[src/aes_pkg.sv]
/*
 * shared constants and helper functions for the AES-128 encryption core
 * byte order follows FIPS-197 so block byte 0 sits in bits 127:120
 * register offsets are 12-bit byte addresses on a word-aligned APB map
 * only the forward S-box is provided since the core never decrypts
 */
package aes_pkg;

    localparam int block_w    = 128; // block and key width
    localparam int num_rounds = 10;  // AES-128 round count
    localparam int round_w    = 4;   // wide enough to count to num_rounds

    // register map, each block register spans four consecutive words
    localparam logic [11:0] reg_ctrl   = 12'h000;
    localparam logic [11:0] reg_status = 12'h004;
    localparam logic [11:0] reg_key0   = 12'h010;
    localparam logic [11:0] reg_din0   = 12'h020;
    localparam logic [11:0] reg_dout0  = 12'h030;

    // forward S-box with entry 0 in the top byte so the index reads naturally
    localparam logic [0:255][7:0] sbox_tbl = {
        128'h637c777bf26b6fc53001672bfed7ab76,
        128'hca82c97dfa5947f0add4a2af9ca472c0,
        128'hb7fd9326363ff7cc34a5e5f171d83115,
        128'h04c723c31896059a071280e2eb27b275,
        128'h09832c1a1b6e5aa0523bd6b329e32f84,
        128'h53d100ed20fcb15b6acbbe394a4c58cf,
        128'hd0efaafb434d338545f9027f503c9fa8,
        128'h51a3408f929d38f5bcb6da2110fff3d2,
        128'hcd0c13ec5f974417c4a77e3d645d1973,
        128'h60814fdc222a908846eeb814de5e0bdb,
        128'he0323a0a4906245cc2d3ac629195e479,
        128'he7c8376d8dd54ea96c56f4ea657aae08,
        128'hba78252e1ca6b4c6e8dd741f4bbd8b8a,
        128'h703eb5664803f60e613557b986c11d9e,
        128'he1f8981169d98e949b1e87e9ce5528df,
        128'h8ca1890dbfe6426841992d0fb054bb16
    };

    // plain table lookup so synthesis builds a 256 x 8 ROM per use
    function automatic logic [7:0] sbox(input logic [7:0] b);
        return sbox_tbl[b];
    endfunction

    // multiply by x in GF(2^8) modulo the AES polynomial 0x11b
    function automatic logic [7:0] xtime(input logic [7:0] b);
        return {b[6:0], 1'b0} ^ (b[7] ? 8'h1b : 8'h00);
    endfunction

    // round constant for the key schedule, rounds outside 1 to 10 give zero
    function automatic logic [7:0] rcon(input logic [round_w-1:0] r);
        logic [7:0] c;
        case (r)
            4'd1:    c = 8'h01;
            4'd2:    c = 8'h02;
            4'd3:    c = 8'h04;
            4'd4:    c = 8'h08;
            4'd5:    c = 8'h10;
            4'd6:    c = 8'h20;
            4'd7:    c = 8'h40;
            4'd8:    c = 8'h80;
            4'd9:    c = 8'h1b; // reduction kicks in after 0x80
            4'd10:   c = 8'h36;
            default: c = 8'h00;
        endcase
        return c;
    endfunction

endpackage

[src/aes_apb_regs.sv]
/*
 * APB slave register block for the AES core, no wait states and no slave error
 * accesses are 32-bit words, paddr[1:0] is not decoded
 * writes to KEY and DIN and start requests are dropped while the core is busy
 * DOUT is read-only and unmapped offsets read as zero
 */
`timescale 1ns/1ps

module aes_apb_regs
    import aes_pkg::*;
(
    input  logic               clk,
    input  logic               resetn,
    input  logic [11:0]        paddr,
    input  logic               psel,
    input  logic               penable,
    input  logic               pwrite,
    input  logic [31:0]        pwdata,
    input  logic               busy,       // from the core
    input  logic               done,       // one cycle pulse from the core
    input  logic [block_w-1:0] ciphertext,
    output logic [31:0]        prdata,
    output logic               pready,
    output logic               start,      // one cycle pulse to the core
    output logic [block_w-1:0] key,
    output logic [block_w-1:0] plaintext
);

    logic               wr_en;
    logic               rd_en;
    logic               core_active; // busy or a start still on its way to the core
    logic [1:0]         word;        // word within a 128-bit register
    logic               sel_key;
    logic               sel_din;
    logic               sel_dout;
    logic [block_w-1:0] dout;
    logic               done_q;      // sticky done bit of STATUS

    assign pready = 1'b1;

    // a write or read takes effect in the access phase
    assign wr_en = psel & penable & pwrite;
    assign rd_en = psel & penable & ~pwrite;

    assign core_active = busy | start;

    assign word     = paddr[3:2];
    assign sel_key  = (paddr[11:4] == reg_key0[11:4]);
    assign sel_din  = (paddr[11:4] == reg_din0[11:4]);
    assign sel_dout = (paddr[11:4] == reg_dout0[11:4]);

    always_ff @(posedge clk or negedge resetn)
    begin
        if (!resetn)
        begin
            start     <= 1'b0;
            done_q    <= 1'b0;
            key       <= '0;
            plaintext <= '0;
            dout      <= '0;
        end
        else
        begin
            start <= 1'b0;
            if (wr_en && !core_active)
            begin
                // word 0 of each block register carries bytes 0 to 3
                if (sel_key)
                    key[block_w-1-32*word -: 32] <= pwdata;
                if (sel_din)
                    plaintext[block_w-1-32*word -: 32] <= pwdata;
                if (paddr == reg_ctrl && pwdata[0])
                begin
                    start  <= 1'b1;
                    done_q <= 1'b0; // a new block clears the old result flag
                end
            end
            // done only arrives while busy, so it never meets an accepted start
            if (done)
            begin
                dout   <= ciphertext;
                done_q <= 1'b1;
            end
        end
    end

    // read mux, CTRL and every unmapped offset return zero
    always_comb
    begin
        prdata = '0;
        if (rd_en)
        begin
            if (paddr == reg_status)
                prdata = {30'd0, done_q, core_active};
            else if (sel_key)
                prdata = key[block_w-1-32*word -: 32];
            else if (sel_din)
                prdata = plaintext[block_w-1-32*word -: 32];
            else if (sel_dout)
                prdata = dout[block_w-1-32*word -: 32];
        end
    end

endmodule

[config.mk]
export PLATFORM = sky130hd
export DESIGN_NAME = aes_apb_regs
export DESIGN_NICKNAME = d
export VERILOG_FILES = /design/src/aes_pkg.sv /design/src/aes_apb_regs.sv
export SDC_FILE = /design/constraint.sdc
export NUM_CORES = 1
export LEC_CHECK = 0
export BUFFER_PORTS_ARGS = -buffer_cell sky130_fd_sc_hd__buf_2
export CELL_PAD_IN_SITES_DETAIL_PLACEMENT = 2
export CELL_PAD_IN_SITES_GLOBAL_PLACEMENT = 2
export CORE_ASPECT_RATIO = 0.6
export CORE_MARGIN = 1.5
export CORE_UTILIZATION = 39
export DETAILED_ROUTE_END_ITERATION = 10
export PLACE_DENSITY_LB_ADDON = 0.15
export SETUP_SLACK_MARGIN = 0.2
export SLEW_MARGIN = 20
export SYNTH_ARGS = -nofsm -noshare
export SYNTH_HDL_FRONTEND = slang
export SYNTH_SLANG_ARGS = --single-unit
[constraint.sdc]
create_clock -name clk -period 2.8 [get_ports clk]
set_clock_uncertainty 0.05 [all_clocks]
set_input_delay 0.14 -clock clk [delete_from_list [all_inputs] [get_ports clk]]
set_output_delay 0.14 -clock clk [all_outputs]
set_load 0.005 [all_outputs]
==> flow_summary.rst <==
.. list-table::
   :header-rows: 1

   * - Metric
     - Value
   * - Result of the run
     - finished clean
   * - IR drop worst, VDD
     - 0.407 mV
   * - Clock transition at the register clock pins on the worst setup and hold paths after CTS
     - 60 ps
   * - Die Outline Area
     - 0.0461 mm²
   * - HP Class
     - input pin to flip-flop
   * - Final count of negative-setup-slack endpoints
     - 0
   * - Total standard cell area after synthesis
     - 0.0174 mm²
   * - Average vias per placed instance
     - 5.57
   * - RD Place Congestion
     - 0.805
   * - Initial antenna violation count
     - 5
   * - H-tree depth reported by CTS
     - 2
   * - Period utilization
     - 91.2%
   * - Cells along the critical path
     - buf_2, nor4_4, nand3_2, buf_4, o22ai_1, nor3_1, buf_2
   * - Quantity of I/O buffers inserted on ports
     - 467
   * - Area growth from synthesis to layout
     - 35.2%
   * - Worst Setup Slack post-DPL
     - 320 ps
   * - Number of non-filler instances in the completed layout
     - 2339
   * - Cts bufs inserted
     - 40
   * - Vias in the first global route
     - 15083
   * - Post-synthesis compound-gate area fraction
     - 2.50%
   * - Proportion of synthesized chip area in sequential cells
     - 55.4%
   * - HPWL after DPL
     - 43.7 mm
   * - Number of iterations in the first detailed-routing pass
     - 5
   * - Core Area
     - 0.0437 mm²
   * - Worst Hold Margin
     - 53.7 ps
   * - Buffer and inverter count on the worst path
     - 3
   * - Cell Count Post-Placement
     - 2103
   * - Maximum fanout along the worst path
     - 14
   * - Overall Global Routing Usage
     - 30.7%
   * - Ratio of cells with drive above 1 in the final layout
     - 60.0%
   * - Number of core rows
     - 59
   * - Detailed-route via count
     - 13038
   * - DRC
     - 0
   * - Top-Level Pins
     - 469
   * - Routed WL
     - 70.5 mm
   * - Slew at the pin with the worst max-slew slack
     - 666 ps
   * - Library cell contributing the largest single delay on the critical path
     - nor4_4
   * - Most frequent cell on the critical path
     - buf_2
   * - Flip-flop and latch count after synthesis
     - 386
   * - Data required time of the worst path
     - 2610 ps
   * - Number of synthesis warnings
     - 0
   * - Cell area power density
     - 535 mW/mm²
   * - Number of nets still failing antenna checks after routing
     - 0
   * - Type of destination of the critical path
     - primary output
   * - Maximum single-stage delay on the critical path
     - 610 ps
   * - Pin count of the biggest net entering global routing
     - 71
   * - Average footprint of a synthesized cell
     - 16.0 µm²
   * - TritonCTS Sinks
     - 386
   * - Startpoint of the worst-slack reg-to-reg timing path
     - start
   * - Violation count after the first detailed-route iteration
     - 722
   * - Start point of the worst min-delay path
     - paddr[0]
   * - Worst setup slack after layout
     - 247 ps
   * - Share of the synthesized netlist area taken by xor and xnor gates
     - 0%
   * - Die outline width
     - 276 µm
   * - Mapped Cells
     - 1092
   * - Clock latency on the worst-skew pair
     - 540 ps
   * - Static leakage
     - 11.9 nW
   * - Library cell used as clock root buffer
     - clkbuf_16
   * - Total of max-cap violations
     - 0
   * - Setup TNS
     - 0 ps
   * - Achievable clock frequency
     - 0.392 GHz
   * - Drt wl/cell
     - 30.1 µm
   * - Final hold violations
     - 0
   * - Post-CTS setup buffer count
     - 0
   * - CTS tree
     - yes
   * - Top delay family on crit path
     - simple AND/OR/NAND/NOR gates
   * - NumNets Final
     - 1907
   * - Combinational family with the most area after synthesis
     - multiplexers
   * - Pwr Total
     - 12.6 mW
   * - Unrepaired setup endpoints after global routing
     - no
   * - Maximum number of buffers from clock root to sink
     - 3
   * - Multiplexer area fraction after synthesis
     - 37.0%
   * - Slew Limit Fails
     - 0
   * - Tmin final
     - 2550 ps
   * - Startpoint type of the worst setup path
     - input pin
   * - Nets in the synthesized netlist
     - 1271
   * - Relative max-transition margin
     - 55.6%
   * - Initial Utilization
     - 39.9%
   * - Critical path launch point
     - paddr[9]
   * - Endpoint arrival time on the critical path
     - 2360 ps
   * - Die Y-Extent
     - 167 µm
   * - Remaining Overflow, GRT
     - 0
   * - Number of library cell types mapped by synthesis
     - 37
   * - First-pass GRT wire length
     - 106 mm
   * - Synthesized-area fraction occupied by adder cells
     - 0%
   * - Simple-gate area share of the yosys netlist
     - 2.58%
   * - Startpoint-to-endpoint class of the critical path
     - input pin to primary output
[flip-flops by register name, summed over array words and instances (netlist names)]
register / flops
dout: 128
start: 1
plaintext: 128
done_q: 1
key: 128
[kinds of logic (layout without fill, tap and decap cells)]
group | after synthesis | count (layout)
muxes | 481 | 481
DFF | 386 | 386
buffers and inverters | 82 | 745
AOI/OAI and AO/OA | 74 | 74
and+or+nand+nor | 68 | 68
other | 1 | 6
[final timing paths]
kind                         endpoint  slack [ps]  cells after the start
setup / recovery           prdata[11]         250                      7
hold / removal                  start          50                      5
setup reg to reg              key[63]         360                      5
hold reg to reg             dout[117]         450                      1
max in group asynchronous     key[37]        1690                      3
min in group asynchronous   dout[114]         150                      2
[cell usage in the layout (no fill, tap or decap), types with 5 or more instances in the layout]
master / netlist / layout
buf_2: 23 / 463
dfrtp_1: 386 / 386
mux2_2: 370 / 370
dlygate4sd3_1: 0 / 162
mux4_2: 93 / 93
clkbuf_16: 0 / 41
a21oi_1: 33 / 33
nor3_1: 31 / 31
o22ai_1: 30 / 30
buf_4: 15 / 30
mux2_1: 16 / 16
buf_12: 0 / 15
clkinv_2: 0 / 13
clkbuf_8: 0 / 10
nor2b_1: 6 / 6
nor3_4: 0 / 6
diode_2: 0 / 5
[metrics by stage]
stage / instance area [µm²] / utilization [%]
6_report: 23600 / 54.0
5_1_grt: 23600 / 54.0
4_1_cts: 23600 / 54.0
3_5_place_dp: 20700 / 47.3
3_3_place_gp: 20700 / 47.3
2_1_floorplan: 17400 / -
[worst register-to-register path: stages, from the launching register on]
cell     delay (ps)
dfrtp_1         410
nor2_1          230
nand3_1         420
nor3_4          340
buf_4           430
mux2_2          440
[metal layers]
layer | vias to the layer above | track usage [%] | wire [µm]
met5 | - | 0 | 10
met1 | 7042 | 40.0 | 29500
met2 | 439 | 53.4 | 35600
li1 | 5426 | - | -
met3 | 129 | 4.63 | 3270
met4 | 2 | 9.18 | 2140
[synth_stat cells, drive strengths merged]
cell	count	share of area, %
dfrtp	386	55
mux2	386	25
mux4	93	12
buf	47	1.8
nor3	37	1.2
a21oi	33	0.95
clkbuf	32	0.69
o22ai	30	1.1
nor2b	6	0.22
nand2	5	0.14
nand3	5	0.14
nor2	4	0.086
nor4	4	0.40
inv	3	0.065
a2111oi	2	0.10
a31oi	2	0.072
and2	2	0.072
mux2i	2	0.11
nand4	2	0.16
o31ai	2	0.086
and4	1	0.050
conb	1	0.021
nand3b	1	0.043
o2111ai	1	0.050
o211ai	1	0.043
o21ai	1	0.029
o21bai	1	0.043
o311ai	1	0.050
or4	1	0.043
[power breakdown]
group,switching [mW],internal [mW]
clock network,2.41,3.10
logic,0.602,0.629
registers,0.130,5.77
[cell type report]
type                    instances  area [µm²]
diodes                          5        12.5
fillers                      4043       20100
well taps                     579         724
multi-input cells             624        7400
flip-flops and latches        386        9660
clock inverters                15         125
clock buffers                  54        1160
inverters                       3        11.3
repair buffers                673        4500
[timing repair]
item                                   in CTS  in global routing
hold buffers                              162                  0
gates resized for setup                     0                  0
setup endpoints to repair                   0                  0
endpoints found under the hold margin     445                  0
No activity file was read; power rests on OpenSTA's default activity.
